## src/hw/monitor_cmd_pkg.sv

```systemverilog
`default_nettype none

package monitor_cmd_pkg;

    typedef logic [15:0] reg_addr_t;
    typedef logic [15:0] reg_data_t;

    typedef enum logic {
        OP_READ  = 1'b0,
        OP_WRITE = 1'b1
    } cmd_op_t;

    // Target block of a command; other codes are unknown groups
    typedef enum logic [6:0] {
        GRP_CTRL    = 7'h20,
        GRP_STATUS  = 7'h21,
        GRP_MON_REG = 7'h22
    } cmd_group_t;

    // Host command word, also the layout of read messages
    typedef struct packed {
        cmd_op_t    op;
        cmd_group_t group;
        reg_addr_t  addr;
        reg_data_t  data;
    } cmd_t;

    typedef enum logic [1:0] {
        ST_IDLE,
        ST_ISSUE,
        ST_WAIT,
        ST_REPLY
    } ctrl_state_t;

endpackage

`default_nettype wire

```

## src/hw/agc_sig_pkg.sv

```systemverilog
`default_nettype none

package agc_sig_pkg;

    typedef logic [15:0] agc_word_t;

    // Write gates for the central registers
    typedef struct packed {
        logic mwag;
        logic mwlg;
        logic mwqg;
        logic mwzg;
        logic mwbg;
        logic mwg;
    } write_gates_t;

    // All alarm lines are active low
    typedef struct packed {
        logic mvfail_n;
        logic moscal_n;
        logic mscafl_n;
        logic mscdbl_n;
        logic mctral_n;
        logic mtcal_n;
        logic mrptal_n;
        logic mpal_n;
        logic mwatch_n;
        logic mpipal_n;
        logic mwarnf_n;
    } alarms_t;

    typedef struct packed {
        logic mnhrpt;
        logic mnhnc;
        logic nhalga;
        logic nhstrt1;
        logic nhstrt2;
        logic doscal;
        logic dbltst;
    } inhibits_t;

    // Alarm is mpal_n low, gojam is mgojam high, inst is mnisq high
    typedef struct packed {
        logic on_alarm;
        logic on_gojam;
        logic on_inst;
    } stop_conds_t;

endpackage

`default_nettype wire

```

## src/hw/cmd_controller.sv

```systemverilog
`timescale 1ns/1ps
`default_nettype none

module cmd_controller (
    input  logic                      clk,
    input  logic                      rst_n,
    input  logic                      cmd_valid,
    input  monitor_cmd_pkg::cmd_t     cmd,
    output logic                      cmd_ready,
    input  monitor_cmd_pkg::reg_data_t read_data,
    output logic                      read_msg_valid,
    output monitor_cmd_pkg::cmd_t     read_msg,
    output monitor_cmd_pkg::reg_addr_t blk_addr,
    output monitor_cmd_pkg::reg_data_t blk_data,
    output logic                      ctrl_read_en,
    output logic                      ctrl_write_en,
    output logic                      status_read_en,
    output logic                      status_write_en,
    output logic                      mon_reg_read_en,
    output logic                      mon_reg_write_en
);

    monitor_cmd_pkg::ctrl_state_t state;
    monitor_cmd_pkg::cmd_t        cmd_q;
    monitor_cmd_pkg::reg_data_t   rdata_q;
    logic                         is_write;

    assign cmd_ready = (state == monitor_cmd_pkg::ST_IDLE);
    assign is_write  = (cmd_q.op == monitor_cmd_pkg::OP_WRITE);

    always_ff @(posedge clk) begin
        if (!rst_n) begin
            state <= monitor_cmd_pkg::ST_IDLE;
        end else begin
            case (state)
                monitor_cmd_pkg::ST_IDLE: begin
                    if (cmd_valid) begin
                        state <= monitor_cmd_pkg::ST_ISSUE;
                    end
                end
                monitor_cmd_pkg::ST_ISSUE: state <= monitor_cmd_pkg::ST_WAIT;
                monitor_cmd_pkg::ST_WAIT:  state <= monitor_cmd_pkg::ST_REPLY;
                default:                   state <= monitor_cmd_pkg::ST_IDLE;
            endcase
        end
    end

    // Command is held for the whole transaction
    always_ff @(posedge clk) begin
        if (!rst_n) begin
            cmd_q   <= '0;
            rdata_q <= '0;
        end else begin
            if (cmd_ready && cmd_valid) begin
                cmd_q <= cmd;
            end
            // Block data_out is valid in the cycle after the strobe
            if (state == monitor_cmd_pkg::ST_WAIT) begin
                rdata_q <= read_data;
            end
        end
    end

    assign blk_addr = cmd_q.addr;
    assign blk_data = cmd_q.data;

    // One strobe per command; unknown groups strobe nothing
    always_comb begin
        ctrl_read_en     = 1'b0;
        ctrl_write_en    = 1'b0;
        status_read_en   = 1'b0;
        status_write_en  = 1'b0;
        mon_reg_read_en  = 1'b0;
        mon_reg_write_en = 1'b0;
        if (state == monitor_cmd_pkg::ST_ISSUE) begin
            case (cmd_q.group)
                monitor_cmd_pkg::GRP_CTRL: begin
                    ctrl_write_en = is_write;
                    ctrl_read_en  = !is_write;
                end
                monitor_cmd_pkg::GRP_STATUS: begin
                    status_write_en = is_write;
                    status_read_en  = !is_write;
                end
                monitor_cmd_pkg::GRP_MON_REG: begin
                    mon_reg_write_en = is_write;
                    mon_reg_read_en  = !is_write;
                end
                default: ;
            endcase
        end
    end

    // Reply echoes the request header with the collected data
    assign read_msg_valid = (state == monitor_cmd_pkg::ST_REPLY) && !is_write;
    assign read_msg = '{
        op:    cmd_q.op,
        group: cmd_q.group,
        addr:  cmd_q.addr,
        data:  rdata_q
    };

    a_one_strobe: assert property (@(posedge clk) disable iff (!rst_n)
        $onehot0({ctrl_read_en, ctrl_write_en, status_read_en,
                  status_write_en, mon_reg_read_en, mon_reg_write_en}));

endmodule

`default_nettype wire

```

## src/hw/control_regs.sv

```systemverilog
`timescale 1ns/1ps
`default_nettype none

module control_regs (
    input  logic                       clk,
    input  logic                       rst_n,
    input  monitor_cmd_pkg::reg_addr_t addr,
    input  monitor_cmd_pkg::reg_data_t data_in,
    input  logic                       read_en,
    input  logic                       write_en,
    output monitor_cmd_pkg::reg_data_t data_out,
    output agc_sig_pkg::stop_conds_t   stop_conds,
    output logic                       start_req,
    output logic                       proceed_req,
    input  agc_sig_pkg::stop_conds_t   stop_cause,
    output agc_sig_pkg::inhibits_t     inhibits
);

    always_ff @(posedge clk) begin
        if (!rst_n) begin
            stop_conds  <= '0;
            inhibits    <= '0;
            start_req   <= 1'b0;
            proceed_req <= 1'b0;
            data_out    <= '0;
        end else begin
            if (write_en && addr == 16'd0) begin
                stop_conds <= agc_sig_pkg::stop_conds_t'(data_in[2:0]);
            end
            if (write_en && addr == 16'd1) begin
                inhibits <= agc_sig_pkg::inhibits_t'(data_in[6:0]);
            end
            // Request pulses last one cycle
            start_req   <= write_en && (addr == 16'd2);
            proceed_req <= write_en && (addr == 16'd3);

            data_out <= '0;
            if (read_en) begin
                case (addr)
                    16'd0:   data_out <= {13'b0, stop_conds};
                    16'd1:   data_out <= {9'b0, inhibits};
                    16'd4:   data_out <= {13'b0, stop_cause};
                    default: data_out <= '0;
                endcase
            end
        end
    end

    a_req_exclusive: assert property (@(posedge clk) disable iff (!rst_n)
        !(start_req && proceed_req));

endmodule

`default_nettype wire

```

## src/hw/start_stop.sv

```systemverilog
`timescale 1ns/1ps
`default_nettype none

module start_stop #(
    parameter int START_PULSE_CYCLES = 4
) (
    input  logic                     clk,
    input  logic                     rst_n,
    input  agc_sig_pkg::stop_conds_t stop_conds,
    input  logic                     start_req,
    input  logic                     proceed_req,
    input  logic                     mgojam,
    input  logic                     mnisq,
    input  logic                     mpal_n,
    output agc_sig_pkg::stop_conds_t stop_cause,
    output logic                     mstrt,
    output logic                     mstp
);

    localparam int CNT_W = $clog2(START_PULSE_CYCLES + 1);

    logic [2:0]       cond_now;
    logic [2:0]       hit;
    logic             stop_latch;
    logic [CNT_W-1:0] strt_cnt;

    // Same bit order as stop_conds_t
    assign cond_now = {!mpal_n, mgojam, mnisq};
    assign hit      = stop_conds & cond_now;

    always_ff @(posedge clk) begin
        if (!rst_n) begin
            stop_latch <= 1'b0;
            stop_cause <= '0;
        end else if (proceed_req) begin
            // Proceed beats a stop event in the same cycle
            stop_latch <= 1'b0;
            stop_cause <= '0;
        end else if (|hit) begin
            stop_latch <= 1'b1;
            stop_cause <= stop_cause | hit;
        end
    end

    // Down-counter times the start pulse
    always_ff @(posedge clk) begin
        if (!rst_n) begin
            strt_cnt <= '0;
        end else if (start_req) begin
            strt_cnt <= CNT_W'(START_PULSE_CYCLES);
        end else if (strt_cnt != '0) begin
            strt_cnt <= strt_cnt - CNT_W'(1);
        end
    end

    assign mstrt = (strt_cnt != '0);
    assign mstp  = stop_latch;

    a_stop_has_cause: assert property (@(posedge clk) disable iff (!rst_n)
        mstp |-> (stop_cause != '0));

endmodule

`default_nettype wire

```

## src/hw/status_regs.sv

```systemverilog
`timescale 1ns/1ps
`default_nettype none

module status_regs #(
    parameter int ALARM_SYNC_STAGES = 2
) (
    input  logic                       clk,
    input  logic                       rst_n,
    input  monitor_cmd_pkg::reg_addr_t addr,
    input  monitor_cmd_pkg::reg_data_t data_in,
    input  logic                       read_en,
    input  logic                       write_en,
    output monitor_cmd_pkg::reg_data_t data_out,
    input  agc_sig_pkg::alarms_t       alarms
);

    logic [ALARM_SYNC_STAGES-1:0][10:0] sync_q;
    logic [10:0]                        active;
    logic [10:0]                        latched;
    logic [10:0]                        clr;

    // Last stage is the synchronized copy; active alarms read as 1
    assign active = ~sync_q[ALARM_SYNC_STAGES-1];
    assign clr    = (write_en && addr == 16'd0) ? data_in[10:0] : 11'b0;

    always_ff @(posedge clk) begin
        if (!rst_n) begin
            sync_q   <= '1;
            latched  <= '0;
            data_out <= '0;
        end else begin
            sync_q  <= {sync_q[ALARM_SYNC_STAGES-2:0], alarms};
            // A still-active alarm sets again over a clear
            latched <= (latched & ~clr) | active;

            data_out <= '0;
            if (read_en) begin
                case (addr)
                    16'd0:   data_out <= {5'b0, latched};
                    16'd1:   data_out <= {5'b0, active};
                    default: data_out <= '0;
                endcase
            end
        end
    end

endmodule

`default_nettype wire

```

## src/hw/monitor_regs.sv

```systemverilog
`timescale 1ns/1ps
`default_nettype none

module monitor_regs (
    input  logic                       clk,
    input  logic                       rst_n,
    input  monitor_cmd_pkg::reg_addr_t addr,
    input  logic                       read_en,
    output monitor_cmd_pkg::reg_data_t data_out,
    input  logic                       monwt,
    input  agc_sig_pkg::agc_word_t     mwl,
    input  agc_sig_pkg::write_gates_t  gates
);

    localparam int NUM_REGS = 6;

    // Index order is A, L, Q, Z, B, G
    agc_sig_pkg::agc_word_t regs_q [NUM_REGS];
    logic                   monwt_q;
    logic                   monwt_rise;
    logic [NUM_REGS-1:0]    gate_vec;

    assign monwt_rise = monwt && !monwt_q;
    assign gate_vec   = gates;

    always_ff @(posedge clk) begin
        if (!rst_n) begin
            monwt_q <= 1'b0;
            for (int i = 0; i < NUM_REGS; i++) begin
                regs_q[i] <= '0;
            end
        end else begin
            monwt_q <= monwt;
            if (monwt_rise) begin
                // Gate bits run from mwag at the top down to mwg
                for (int i = 0; i < NUM_REGS; i++) begin
                    if (gate_vec[NUM_REGS-1-i]) begin
                        regs_q[i] <= mwl;
                    end
                end
            end
        end
    end

    always_ff @(posedge clk) begin
        if (!rst_n) begin
            data_out <= '0;
        end else if (read_en && addr < 16'd6) begin
            data_out <= regs_q[addr[2:0]];
        end else begin
            data_out <= '0;
        end
    end

endmodule

`default_nettype wire

```

## src/hw/monitor.sv

```systemverilog
`timescale 1ns/1ps
`default_nettype none

module monitor #(
    parameter int START_PULSE_CYCLES = 4,
    parameter int ALARM_SYNC_STAGES  = 2
) (
    input  logic                      clk,
    input  logic                      rst_n,
    input  logic                      cmd_valid,
    input  monitor_cmd_pkg::cmd_t     cmd,
    output logic                      cmd_ready,
    output logic                      read_msg_valid,
    output monitor_cmd_pkg::cmd_t     read_msg,
    input  logic                      monwt,
    input  agc_sig_pkg::agc_word_t    mwl,
    input  agc_sig_pkg::write_gates_t gates,
    input  logic                      mgojam,
    input  logic                      mnisq,
    input  agc_sig_pkg::alarms_t      alarms,
    output logic                      mstrt,
    output logic                      mstp,
    output agc_sig_pkg::inhibits_t    inhibits
);

    monitor_cmd_pkg::reg_addr_t blk_addr;
    monitor_cmd_pkg::reg_data_t blk_data;
    monitor_cmd_pkg::reg_data_t read_data;
    monitor_cmd_pkg::reg_data_t ctrl_data;
    monitor_cmd_pkg::reg_data_t status_data;
    monitor_cmd_pkg::reg_data_t mon_reg_data;

    logic ctrl_read_en;
    logic ctrl_write_en;
    logic status_read_en;
    logic status_write_en;
    logic mon_reg_read_en;
    logic start_req;
    logic proceed_req;

    agc_sig_pkg::stop_conds_t stop_conds;
    agc_sig_pkg::stop_conds_t stop_cause;

    // Idle blocks drive zero, so OR-ing selects the active one
    assign read_data = ctrl_data | status_data | mon_reg_data;

    cmd_controller u_cmd_ctrl (
        .clk              (clk),
        .rst_n            (rst_n),
        .cmd_valid        (cmd_valid),
        .cmd              (cmd),
        .cmd_ready        (cmd_ready),
        .read_data        (read_data),
        .read_msg_valid   (read_msg_valid),
        .read_msg         (read_msg),
        .blk_addr         (blk_addr),
        .blk_data         (blk_data),
        .ctrl_read_en     (ctrl_read_en),
        .ctrl_write_en    (ctrl_write_en),
        .status_read_en   (status_read_en),
        .status_write_en  (status_write_en),
        .mon_reg_read_en  (mon_reg_read_en),
        .mon_reg_write_en ()
    );

    control_regs u_ctrl_regs (
        .clk         (clk),
        .rst_n       (rst_n),
        .addr        (blk_addr),
        .data_in     (blk_data),
        .read_en     (ctrl_read_en),
        .write_en    (ctrl_write_en),
        .data_out    (ctrl_data),
        .stop_conds  (stop_conds),
        .start_req   (start_req),
        .proceed_req (proceed_req),
        .stop_cause  (stop_cause),
        .inhibits    (inhibits)
    );

    start_stop #(
        .START_PULSE_CYCLES (START_PULSE_CYCLES)
    ) u_start_stop (
        .clk         (clk),
        .rst_n       (rst_n),
        .stop_conds  (stop_conds),
        .start_req   (start_req),
        .proceed_req (proceed_req),
        .mgojam      (mgojam),
        .mnisq       (mnisq),
        .mpal_n      (alarms.mpal_n),
        .stop_cause  (stop_cause),
        .mstrt       (mstrt),
        .mstp        (mstp)
    );

    status_regs #(
        .ALARM_SYNC_STAGES (ALARM_SYNC_STAGES)
    ) u_status_regs (
        .clk      (clk),
        .rst_n    (rst_n),
        .addr     (blk_addr),
        .data_in  (blk_data),
        .read_en  (status_read_en),
        .write_en (status_write_en),
        .data_out (status_data),
        .alarms   (alarms)
    );

    monitor_regs u_mon_regs (
        .clk      (clk),
        .rst_n    (rst_n),
        .addr     (blk_addr),
        .read_en  (mon_reg_read_en),
        .data_out (mon_reg_data),
        .monwt    (monwt),
        .mwl      (mwl),
        .gates    (gates)
    );

endmodule

`default_nettype wire

```

## config.mk

```make
export PLATFORM = sky130hd
export DESIGN_NAME = monitor
export DESIGN_NICKNAME = d
export VERILOG_FILES = /design/src/hw/monitor_cmd_pkg.sv /design/src/hw/agc_sig_pkg.sv /design/src/hw/cmd_controller.sv /design/src/hw/control_regs.sv /design/src/hw/start_stop.sv /design/src/hw/status_regs.sv /design/src/hw/monitor_regs.sv /design/src/hw/monitor.sv
export SDC_FILE = /design/constraint.sdc
export NUM_CORES = 1
export LEC_CHECK = 0
export BUFFER_PORTS_ARGS = -buffer_cell sky130_fd_sc_hd__buf_2
export CORE_AREA = 2 2 137 152
export CTS_CLUSTER_DIAMETER = 60
export DETAILED_ROUTE_END_ITERATION = 7
export DIE_AREA = 0 0 139 154
export PLACE_DENSITY = 0.85
export SYNTH_ARGS = -nofsm -noshare
export SYNTH_HDL_FRONTEND = slang
export SYNTH_HIERARCHICAL = 1
export SYNTH_SLANG_ARGS = --single-unit
```

## constraint.sdc

```tcl
create_clock -name clk -period 3.3 [get_ports clk]
set_clock_uncertainty 0.15 [all_clocks]
set_input_delay 0.165 -clock clk [delete_from_list [all_inputs] [get_ports clk]]
set_output_delay 0.165 -clock clk [all_outputs]
set_load 0.03 [all_outputs]
```

==> flow_summary.toml <==
[finish]
seq_area_sq_um = 5687
mostFrequentLayoutCells = "dfxtp_1, buf_2, and2_1, edfxtp_1, nand2_1"
mostFrequentLayoutCell = "dfxtp_1"
fillers = 1414
nets = 1104
final_util_pct = 62.50
diodes = 0
drive_gt1_share_pct = 23.92
multi_input_area_sq_um = 3886
syn_to_final_growth_pct = 21.67

[timing]
slew_viol_final = 0
worst_slack_ns = 0.5964
grt_setup_unrepaired = "false"
fmax_ghz = 0.3699
setup_viol = 0
fin_tns_setup_ns = 0
worst_slew_pin_slew_ns = 0.9571
holdWs_ns = 0.2199
finalHoldViolCount = 0
slew_headroom_pct = 36.06
fin_crit_sh_pct = 81.93
fin_crit_ns = 2.704

[floorplanning]
core_area_sq_um = 19730
placementRows = 54
die_h_um = 154
initial_core_util_pct = 51.37
die_x_um = 139
ios = 130
dieArea_sq_um = 21410

[global_route]
antenna_found_initial = 0
grt_pass1_vias = 7503
grt_max_degree = 43
grt.overflow.total = 0
grt_first_pass_wirelength_um = 40370
grt_use_total_pct = 23.85

[pwr]
pwr-share-seq_pct = 42.2
p_sw_share_pct = 28.99
p_leak_uw = 0.004972
p_per_area_nw_per_um2 = 667.3
p_int_uw = 5843
pwr-share-clk_pct = 37.6
peakVddDrop_mv = 0.5573
combPwrFrac_pct = 20.2
total_power_uw = 8228
switchingPower_uw = 2386

[clock_network]
clockBufferDepth = 3
h-tree-depth = 1
path_clk_slew_ns = 0.06
cts-root-buf = "clkbuf_16"
cts_resized = 0
clkLatencyLatePin_ns = 0.53
cts.sinks = 236
cts_tree = "done"
cts_made_buffers = 25

[yosys]
postSynthAreaPerCell_sq_um = 11.97
syn_inst = 847
syn_area_sq_um = 10130
synth_warnings = 6

[place]
gp_congestion = 0.8064
pre_cts_ws_ns = 0.7431
port_buffers = 124
dp_hpwl_um = 14680

[drt]
drc = 0
drtPass1Iterations = 6
viasPerCell = 5.528
ant_nets = 0
initialDrtViolationCount = 675
vias = 7126
routed_wirelength_um = 25780
wl_per_cell_um = 20.00

[min_path]
hold_class = "input pin to register"

[job]
cap_violations = 0

[worst_setup_path]
cp.arrival_ns = 3.00
cp-end-kind = "register"
worstPathMaxFanout = 32
path_class = "register to register"
critPathLaunchType = "register"
cp.required_ns = 3.60

[run_status]
status = "finished, final reports clean"
==> sequential cells by signal, indices dropped and copies added, names as in the netlist <==
register,count
u_cmd_ctrl/blk_addr,16
u_ctrl_regs/proceed_req,1
u_cmd_ctrl/blk_data,11
u_cmd_ctrl/is_write,1
u_status_regs/latched,11
u_mon_regs/data_out,16
u_ctrl_regs/inhibits,7
u_start_stop/mstp,1
u_start_stop/strt_cnt,3
u_status_regs/sync_q,22
u_mon_regs/regs_q,96
u_start_stop/stop_cause,3
u_status_regs/data_out,11
u_ctrl_regs/start_req,1
u_ctrl_regs/stop_conds,3
u_mon_regs/monwt_q,1
u_cmd_ctrl/read_msg,7
u_ctrl_regs/data_out,7
u_cmd_ctrl/state,2
u_cmd_ctrl/rdata_q,16
==> final timing paths <==
check / to / depth (start not counted) / from / slack (ns)
max: u_status_regs/data_out[0] / 4 / u_cmd_ctrl/blk_addr[1] / 0.60
min: u_status_regs/sync_q[10] / 3 / alarms[10] / 0.22
max reg2reg: u_status_regs/data_out[0] / 4 / u_cmd_ctrl/blk_addr[1] / 0.60
min reg2reg: u_status_regs/sync_q[18] / 1 / u_status_regs/sync_q[7] / 0.27
==> worst max-delay path: stages, from the launching register on <==
cell and delay [ns]:
dfxtp_2 0.57, nor4_1 0.28, and4_1 0.67, nand4_1 0.60
o2bb2ai_1 0.34
==> power groups by stage <==
stage	Sequential (uW)	Combinational, uW	Clock (uW)
3_5_place_dp	3530	1540	0
3_3_place_gp	3520	1490	0
5_1_grt	3500	1770	3260
2_1_floorplan	3550	1220	0
4_1_cts	3470	1620	3090
6_report	3480	1660	3090
==> layout make-up <==
type                    instances  area share [%]
multi-input cells             523           31.52
clock inverters                 8           1.197
well taps                     252           2.557
inverters                      25          0.7610
repair buffers                207           11.55
clock buffers                  38           6.301
flip-flops and latches        236           46.12
==> stage by stage <==
step	area (sq um)	instances
finish	12330	1289
CTS	12330	1289
floorplan	10180	859
detailed placement	10690	1171
global route	12330	1289
global placement	10690	1171
==> metal layers <==
metal / global-route usage [%] / share of wire, % / wire length (um)
met5: 0 / 0 / 0
met2: 41.66 / 51 / 13080
met3: 3.737 / 6.7 / 1716
met1: 28.60 / 38 / 9848
met4: 12.22 / 4.4 / 1142
==> timing repair <==
item	in CTS	in global routing
endpoints found under the hold margin	154	0
hold buffers	72	0
buffers inserted	0	0
(Power assumes the default switching activity.)
